File: src/hw/vecslice_params.svh
// ~~~~~~~~~~~~~~~~~~~~~~~~~~~~~~~~~~~~~~~~~~~~~~~~~~~~~~~~~~~~~~~~~~~~
// sizes of the vector slice: register count, register bytes and
// command queue depth, plus the 3-bit vector operation codes
// ~~~~~~~~~~~~~~~~~~~~~~~~~~~~~~~~~~~~~~~~~~~~~~~~~~~~~~~~~~~~~~~~~~~~

`ifndef VECSLICE_PARAMS_SVH
`define VECSLICE_PARAMS_SVH

// register file geometry
`define NUM_VREGS  32
`define VREG_BYTES 16

// queue slots, also the host's starting credits
`define CMD_DEPTH  4

// operation codes
`define OP_VADD    3'd0
`define OP_VSUB    3'd1
`define OP_VAND    3'd2
`define OP_VMV     3'd3
`define OP_VMSEQ   3'd4

`endif

File: src/hw/vecslice_pkg.sv
// ~~~~~~~~~~~~~~~~~~~~~~~~~~~~~~~~~~~~~~~~~~~~~~~~~~~~~~~~~~~~~~~~~~~~
// shared types of the vector slice: register, element, offset,
// index, length and opcode widths, SEW and sequencer state enums
// ~~~~~~~~~~~~~~~~~~~~~~~~~~~~~~~~~~~~~~~~~~~~~~~~~~~~~~~~~~~~~~~~~~~~

`include "vecslice_params.svh"

package vecslice_pkg;

  // one vector register, byte addressable
  typedef logic [`VREG_BYTES-1:0][7:0] vreg_t;

  // lane value, narrow elements zero-extended
  typedef logic [31:0] elem_t;

  // element offset inside a register group
  typedef logic [6:0] offset_t;
  typedef logic [4:0] vreg_idx_t;

  // vector length, 0 to 128
  typedef logic [7:0] vl_t;
  typedef logic [2:0] vop_t;

  typedef enum logic [1:0] {SEW8, SEW16, SEW32} sew_t;

  typedef enum logic {SEQ_IDLE, SEQ_RUN} seq_state_t;

endpackage

File: src/hw/vrf_if.sv
// ~~~~~~~~~~~~~~~~~~~~~~~~~~~~~~~~~~~~~~~~~~~~~~~~~~~~~~~~~~~~~~~~~~~~
// per-cycle element access between the sequencer, the vector
// register file and the two-lane ALU, with one modport each
// ~~~~~~~~~~~~~~~~~~~~~~~~~~~~~~~~~~~~~~~~~~~~~~~~~~~~~~~~~~~~~~~~~~~~

interface vrf_if
  import vecslice_pkg::*;
();

  // register selects and lane-0 offsets, from the sequencer
  vreg_idx_t   vd;
  vreg_idx_t   vs1;
  vreg_idx_t   vs2;
  offset_t     vd_offset;
  offset_t     vs1_offset;
  offset_t     vs2_offset;
  sew_t        sew;
  vl_t         vl;
  logic [1:0]  wen;
  logic        single_bit_write;
  vop_t        op;
  elem_t       scalar;

  // read lanes and v0 bits, from the register file
  elem_t [1:0] vs1_data;
  elem_t [1:0] vs2_data;
  logic [1:0]  v0_mask;

  // write lanes, from the ALU
  elem_t [1:0] w_data;

  modport seq (
    output vd, vs1, vs2, vd_offset, vs1_offset, vs2_offset,
    output sew, vl, wen, single_bit_write, op, scalar,
    input  v0_mask
  );

  modport rf (
    input  vd, vs1, vs2, vd_offset, vs1_offset, vs2_offset,
    input  sew, vl, wen, single_bit_write, w_data,
    output vs1_data, vs2_data, v0_mask
  );

  modport alu (
    input  op, scalar, sew, vs1_data, vs2_data,
    output w_data
  );

endinterface

File: src/hw/vec_sequencer.sv
// ~~~~~~~~~~~~~~~~~~~~~~~~~~~~~~~~~~~~~~~~~~~~~~~~~~~~~~~~~~~~~~~~~~~~
// vector sequencer with in-order command queue, element walk two lanes
// per cycle, masked write enables and credit return on retire
// ~~~~~~~~~~~~~~~~~~~~~~~~~~~~~~~~~~~~~~~~~~~~~~~~~~~~~~~~~~~~~~~~~~~~

`include "vecslice_params.svh"

module vec_sequencer
  import vecslice_pkg::*;
(
  input  logic      CLK,
  input  logic      nRST,
  input  logic      cmd_valid,
  input  vop_t      cmd_op,
  input  vreg_idx_t cmd_vd,
  input  vreg_idx_t cmd_vs1,
  input  vreg_idx_t cmd_vs2,
  input  sew_t      cmd_sew,
  input  vl_t       cmd_vl,
  input  logic      cmd_masked,
  input  elem_t     cmd_scalar,
  output logic      cmd_credit,
  vrf_if.seq        seq
);

  localparam int PTR_W = $clog2(`CMD_DEPTH);

  // queue slots with one array per field
  vop_t       q_op     [`CMD_DEPTH];
  vreg_idx_t  q_vd     [`CMD_DEPTH];
  vreg_idx_t  q_vs1    [`CMD_DEPTH];
  vreg_idx_t  q_vs2    [`CMD_DEPTH];
  sew_t       q_sew    [`CMD_DEPTH];
  vl_t        q_vl     [`CMD_DEPTH];
  logic       q_masked [`CMD_DEPTH];
  elem_t      q_scalar [`CMD_DEPTH];

  logic [PTR_W-1:0] wr_ptr;
  logic [PTR_W-1:0] rd_ptr;
  logic [PTR_W:0]   count;
  logic             pop;
  logic             last_step;

  seq_state_t state;
  offset_t    offset;

  // command in flight
  vop_t       cur_op;
  vreg_idx_t  cur_vd;
  vreg_idx_t  cur_vs1;
  vreg_idx_t  cur_vs2;
  sew_t       cur_sew;
  vl_t        cur_vl;
  logic       cur_masked;
  elem_t      cur_scalar;

  assign pop        = (state == SEQ_IDLE) && (count != '0);
  assign last_step  = ({1'b0, offset} + 8'd2) >= cur_vl;
  assign cmd_credit = (state == SEQ_RUN) && last_step;

  always_ff @(posedge CLK) begin
    if (cmd_valid) begin
      q_op[wr_ptr]     <= cmd_op;
      q_vd[wr_ptr]     <= cmd_vd;
      q_vs1[wr_ptr]    <= cmd_vs1;
      q_vs2[wr_ptr]    <= cmd_vs2;
      q_sew[wr_ptr]    <= cmd_sew;
      q_vl[wr_ptr]     <= cmd_vl;
      q_masked[wr_ptr] <= cmd_masked;
      q_scalar[wr_ptr] <= cmd_scalar;
    end
    if (pop) begin
      cur_op     <= q_op[rd_ptr];
      cur_vd     <= q_vd[rd_ptr];
      cur_vs1    <= q_vs1[rd_ptr];
      cur_vs2    <= q_vs2[rd_ptr];
      cur_sew    <= q_sew[rd_ptr];
      cur_vl     <= q_vl[rd_ptr];
      cur_masked <= q_masked[rd_ptr];
      cur_scalar <= q_scalar[rd_ptr];
    end
  end

  always_ff @(posedge CLK, negedge nRST) begin
    if (!nRST) begin
      wr_ptr <= '0;
      rd_ptr <= '0;
      count  <= '0;
      state  <= SEQ_IDLE;
      offset <= '0;
    end else begin
      if (cmd_valid) begin
        wr_ptr <= wr_ptr + 1'b1;
      end
      if (pop) begin
        rd_ptr <= rd_ptr + 1'b1;
      end
      count <= count + (PTR_W+1)'(cmd_valid) - (PTR_W+1)'(pop);
      case (state)
        SEQ_IDLE: begin
          if (pop) begin
            state  <= SEQ_RUN;
            offset <= '0;
          end
        end
        SEQ_RUN: begin
          // vl of 0 still spends one step, with no lanes enabled
          if (last_step) begin
            state <= SEQ_IDLE;
          end else begin
            offset <= offset + 7'd2;
          end
        end
        default: state <= SEQ_IDLE;
      endcase
    end
  end

  // lanes enabled inside vl and where v0 is set when masked
  always_comb begin
    for (int j = 0; j < 2; j++) begin
      seq.wen[j] = (state == SEQ_RUN) && (({1'b0, offset} + 8'(j)) < cur_vl) &&
                   (!cur_masked || seq.v0_mask[j]);
    end
  end

  assign seq.vd               = cur_vd;
  assign seq.vs1              = cur_vs1;
  assign seq.vs2              = cur_vs2;
  assign seq.vd_offset        = offset;
  assign seq.vs1_offset       = offset;
  assign seq.vs2_offset       = offset;
  assign seq.sew              = cur_sew;
  assign seq.vl               = cur_vl;
  assign seq.single_bit_write = (cur_op == `OP_VMSEQ);
  assign seq.op               = cur_op;
  assign seq.scalar           = cur_scalar;

  a_no_overflow: assert property (@(posedge CLK) disable iff (!nRST)
    cmd_valid |-> count != (PTR_W+1)'(`CMD_DEPTH));

endmodule

File: src/flat_wrapper.sv
// flat-port wrapper written by rule: the top's interface ports become plain ports
module vec_sequencer_flat import vecslice_pkg::*;
  (CLK, nRST, cmd_valid, cmd_op, cmd_vd, cmd_vs1, cmd_vs2, cmd_sew, cmd_vl, cmd_masked, cmd_scalar, cmd_credit, seq_vd, seq_vs1, seq_vs2, seq_vd_offset, seq_vs1_offset, seq_vs2_offset, seq_sew, seq_vl, seq_wen, seq_single_bit_write, seq_op, seq_scalar, seq_v0_mask);
  vrf_if seq_i ();
  input  logic CLK;
  input  logic nRST;
  input  logic cmd_valid;
  input  vop_t cmd_op;
  input  vreg_idx_t cmd_vd;
  input  vreg_idx_t cmd_vs1;
  input  vreg_idx_t cmd_vs2;
  input  sew_t cmd_sew;
  input  vl_t cmd_vl;
  input  logic cmd_masked;
  input  elem_t cmd_scalar;
  output logic cmd_credit;
  output wire logic [$bits(seq_i.vd)-1:0] seq_vd;
  output wire logic [$bits(seq_i.vs1)-1:0] seq_vs1;
  output wire logic [$bits(seq_i.vs2)-1:0] seq_vs2;
  output wire logic [$bits(seq_i.vd_offset)-1:0] seq_vd_offset;
  output wire logic [$bits(seq_i.vs1_offset)-1:0] seq_vs1_offset;
  output wire logic [$bits(seq_i.vs2_offset)-1:0] seq_vs2_offset;
  output wire logic [$bits(seq_i.sew)-1:0] seq_sew;
  output wire logic [$bits(seq_i.vl)-1:0] seq_vl;
  output wire logic [$bits(seq_i.wen)-1:0] seq_wen;
  output wire logic [$bits(seq_i.single_bit_write)-1:0] seq_single_bit_write;
  output wire logic [$bits(seq_i.op)-1:0] seq_op;
  output wire logic [$bits(seq_i.scalar)-1:0] seq_scalar;
  input wire logic [$bits(seq_i.v0_mask)-1:0] seq_v0_mask;
  assign seq_vd = seq_i.vd;
  assign seq_vs1 = seq_i.vs1;
  assign seq_vs2 = seq_i.vs2;
  assign seq_vd_offset = seq_i.vd_offset;
  assign seq_vs1_offset = seq_i.vs1_offset;
  assign seq_vs2_offset = seq_i.vs2_offset;
  assign seq_sew = seq_i.sew;
  assign seq_vl = seq_i.vl;
  assign seq_wen = seq_i.wen;
  assign seq_single_bit_write = seq_i.single_bit_write;
  assign seq_op = seq_i.op;
  assign seq_scalar = seq_i.scalar;
  assign seq_i.v0_mask = seq_v0_mask;
  vec_sequencer u_core (.CLK(CLK), .nRST(nRST), .cmd_valid(cmd_valid), .cmd_op(cmd_op), .cmd_vd(cmd_vd), .cmd_vs1(cmd_vs1), .cmd_vs2(cmd_vs2), .cmd_sew(cmd_sew), .cmd_vl(cmd_vl), .cmd_masked(cmd_masked), .cmd_scalar(cmd_scalar), .cmd_credit(cmd_credit), .seq(seq_i));
endmodule
File: config.mk
export PLATFORM = sky130hd
export DESIGN_NAME = vec_sequencer_flat
export DESIGN_NICKNAME = d
export VERILOG_FILES = /design/src/hw/vecslice_pkg.sv /design/src/hw/vrf_if.sv /design/src/hw/vec_sequencer.sv /design/src/flat_wrapper.sv
export VERILOG_INCLUDE_DIRS = /design/src /design/src/hw
export SDC_FILE = /design/constraint.sdc
export NUM_CORES = 1
export LEC_CHECK = 0
export ABC_AREA = 0
export BUFFER_PORTS_ARGS = -buffer_cell sky130_fd_sc_hd__buf_2
export CORE_UTILIZATION = 50
export CTS_BUF_LIST = sky130_fd_sc_hd__clkbuf_8
export DETAILED_ROUTE_END_ITERATION = 12
export PLACE_DENSITY = 0.84
export SYNTH_ARGS = -nofsm -noshare
export SYNTH_HDL_FRONTEND = slang
export SYNTH_SLANG_ARGS = --single-unit
File: constraint.sdc
create_clock -name CLK -period 3.42 [get_ports CLK]
set_input_delay 0.684 -clock CLK [delete_from_list [all_inputs] [get_ports CLK]]
set_output_delay 0.684 -clock CLK [all_outputs]
set_load 0.005 [all_outputs]
==> results by group <==
Timing
  • Final hold vios: 0
  • Setup Skew: 0.0300 ns
  • Fin Hold WS: 0.334 ns
  • Worst Tran Pin Value: around 1.0 ns
  • Setup violators final: 0
  • Max Fclk: about 310 MHz
  • Final Max Tran Viols: 0
  • Fin crit share: between 90% and 100%
  • Setup TNS: 0 ns
  • Worst rel slew slack: 33.6%
  • Fin crit period: around 3.3 ns
  • RSZ-0062 raised after global routing: false

Critical path
  • Critical path's largest stage delay: between 0.4 and 0.5 ns
  • Critical path startpoint category: register
  • CP endpoint kind: primary output
  • Crit path cell chain: buf_4 -> nand2_1 -> nor2_1 -> xor2_1 -> ha_1 -> a41o_1 -> a21oi_2 -> nand2b_1 -> and2_1 -> buf_2
  • WS Path Type: reg2out
  • CP arrival: 2.58 ns
  • CP max stage cell: dfrtp_2
  • WP data required: 2.74 ns
  • Worst Path Max Fanout: 5

Run
  • Max-Cap Viols: 0

Floorplanning
  • Die width: 157 um
  • Row count: 56
  • Core Box Area: 23500 sq um
  • Die Footprint: about 25000 sq um
  • Starting density of the core: between 50% and 60%
  • IO Pins: roughly 150
  • Chip height: 157 um

Worst hold path
  • Hold Path Class: in2reg

Finish
  • Most common cell after layout, fill and taps aside: edfxtp_1
  • FILL cells: 1686
  • Share of cells above drive strength 1: 40.5%
  • Layout Cells excl Fill: roughly 1100
  • Commonest cells after routing, fill and taps aside: edfxtp_1 (305), buf_2 (147), mux4_2 (61), clkbuf_8 (52), inv_1 (32)
  • Multi-input gate area: around 2300 sq um
  • FF/Latch Area: 9520 sq um
  • Area grow syn2layout: 16.8%
  • Layout net count: 803

Power and ir drop
  • Clock Power Share: 25.6%
  • Combinational power share: 23.6%
  • Pint: 8.49 mW
  • Total power: 11.8 mW
  • Maximum VDD drop: 495 uV
  • LEAKAGE: 5.06 nW
  • Net Sw Power: 3.33 mW
  • Switching part of the total power: 28.2%
  • Power Dens Cells: 842 nW/um^2
  • Reg power frac: 50.8%

Clocking
  • H-Tree Depth: 2
  • Latest clock arrival within the worst-skew pair: 0.57 ns
  • Worst-path clk slew: ~0.06 ns
  • Clock buffers created by TritonCTS: 49
  • TritonCTS clock tree: done
  • # clock sinks: 319
  • Clock root buffer: clkbuf_8
  • CTS Buffer Depth: 3

Synth
  • Yosys reg bits: between 300 and 400
  • Mapped Cells: 533
  • Yosys Warn Count: 0
  • Ys async rst share: 4.39%
  • Synth unique cells: 42
  • Sequential element share of the synthesized area: 79.2%
  • Post-synth EDFFs: 305
  • Top_reg_cell synth: edfxtp_1
  • Mapped cell area: 12000 sq um
  • Syn_area_per_cell: approximately 23 sq um

Place
  • Port Buffers: 147
  • GPL Wtd Cong: 0.888
  • Placed cells: 969
  • Post-DP HPWL: 12300 um

Status
  • Outcome: complete, no violations

Routing
  • Drt drc: 0
  • Initial drt markers: 383
  • Post-DR wirelength/cell: 20.3 um
  • Vias per cell: approximately 5.3
  • Final antenna-violating net count: 0
  • Router iterations before antenna repair: 7
  • Via count: 5631
  • Routed wire length: 21600 um

Global route
  • Initial antenna violation count: 4
  • First-pass GRT wire length: between 30000 and 40000 um
  • Total grt overflow: 0
  • Total track usage: 18.0%
  • Largest net degree at the start of global routing: 63
  • Number of global-route vias before repair: between 6000 and 7000
[per-layer routing]
metal  routed length (um)  GRT usage (%)
met1                 8380           21.5
met2                11200           30.9
met3                 1510           5.48
met4                  474           6.52
met5                   27              0
[Yosys cell counts (2+ instances only)]
| library cell | number | area [sq um] |
|---|---|---|
| nand2_1 | 6 | 22.5 |
| nand2b_1 | 3 | 18.8 |
| mux4_2 | 61 | 1370 |
| inv_1 | 20 | 75.1 |
| nor3_1 | 3 | 15.0 |
| edfxtp_1 | 305 | 9160 |
| nor2b_1 | 2 | 12.5 |
| mux2_2 | 3 | 33.8 |
| buf_2 | 4 | 20.0 |
| a21oi_1 | 3 | 15.0 |
| xor2_1 | 3 | 26.3 |
| nand3_1 | 4 | 20.0 |
| o211ai_1 | 3 | 22.5 |
| buf_1 | 2 | 7.51 |
| clkbuf_1 | 7 | 26.3 |
| and2_1 | 8 | 50.1 |
| ha_1 | 27 | 338 |
| dfrtp_1 | 14 | 350 |
| o21ai_0 | 5 | 25.0 |
| xnor2_1 | 6 | 52.6 |
| buf_4 | 21 | 158 |
| nor2_1 | 3 | 11.3 |
[sequential cells by signal, summed over array words and instances (netlist names), 3 cells and up]
register / flops
u_core.q_vl: 32
u_core.seq.vd_offset: 6
u_core.seq.vl: 8
u_core.seq.vs2: 5
u_core.q_sew: 8
u_core.q_scalar: 128
u_core.seq.vd: 5
u_core.q_vs1: 20
u_core.q_vd: 20
u_core.q_op: 12
u_core.count: 3
u_core.q_masked: 4
u_core.q_vs2: 20
u_core.seq.op: 3
u_core.seq.vs1: 5
u_core.seq.scalar: 32
[final timing paths]
check	slack, ns	end	depth (start not counted)	from
worst min register to register	0.56	u_core.wr_ptr[0]	1	u_core.wr_ptr[0]
worst max register to register	0.87	u_core.seq.vd_offset[6]	11	u_core.seq.vd_offset[1]
min in group asynchronous	0.57	u_core.rd_ptr[1]	2	nRST
worst max-delay path	0.16	cmd_credit	10	u_core.seq.vd_offset[1]
worst min-delay path	0.33	u_core.q_scalar[2][21]	1	cmd_scalar[21]
max in group asynchronous	2.57	u_core.rd_ptr[0]	2	nRST
[power by group through the flow]
stage	clock (mW)	sequential, mW	combinational, mW
finish	3.03	6.01	2.79
global route	3.27	6.11	3.06
CTS	3.11	6.03	2.75
detailed placement	0	6.10	2.74
global placement	0	6.03	2.59
floorplan	0	5.78	2.08
[worst max-delay path, delay by kind of cell (launching register included)]
kind	cells	cell delay, ns
buf+inv	2	0.27
fa+ha+maj	1	0.30
xor+xnor	1	0.22
simple gates	4	0.39
compound gates	2	0.42
flops	1	0.42
[stage by stage]
stage	setup WS (ns)	utilization (%)	instance area (sq um)
global placement	0.726	55.2	13000
global route	0.0138	59.6	14000
floorplan	0.128	-	12000
detailed placement	0.541	55.2	13000
CTS	0.0249	59.3	14000
finish	0.160	59.6	14000
[cell type report]
class / instances / area share, %
Multi-Input combinational cell: 162 / 16.1
Sequential cell: 319 / 67.9
Timing Repair Buffer: 157 / 5.88
Tap cell: 319 / 2.84
Clock inverter: 35 / 1.65
Inverter: 20 / 0.544
Clock buffer: 52 / 5.10
Antenna cell: 3 / 0.0535
[cells by family after synthesis]
| kind of cell | share of synthesized area, % |
|---|---|
| buffers and inverters | 2.43 |
| adder cells (fa/ha/maj) | 2.98 |
| flip-flops | 79.2 |
| AND/OR/NAND/NOR | 1.56 |
| XOR/XNOR | 0.656 |
| AO/OA/AOI/OAI | 1.40 |
| multiplexers | 11.8 |
| other | 0.0312 |
[timing repair]
action / 4_1_cts / 5_1_grt
endpoints found under the hold margin: 8 / 0
gates resized for setup: 4 / 4
hold buffers: 1 / 0
buffers inserted: 0 / 7
setup endpoints to repair: 1 / 1
Power figures use the tool's default switching activity.
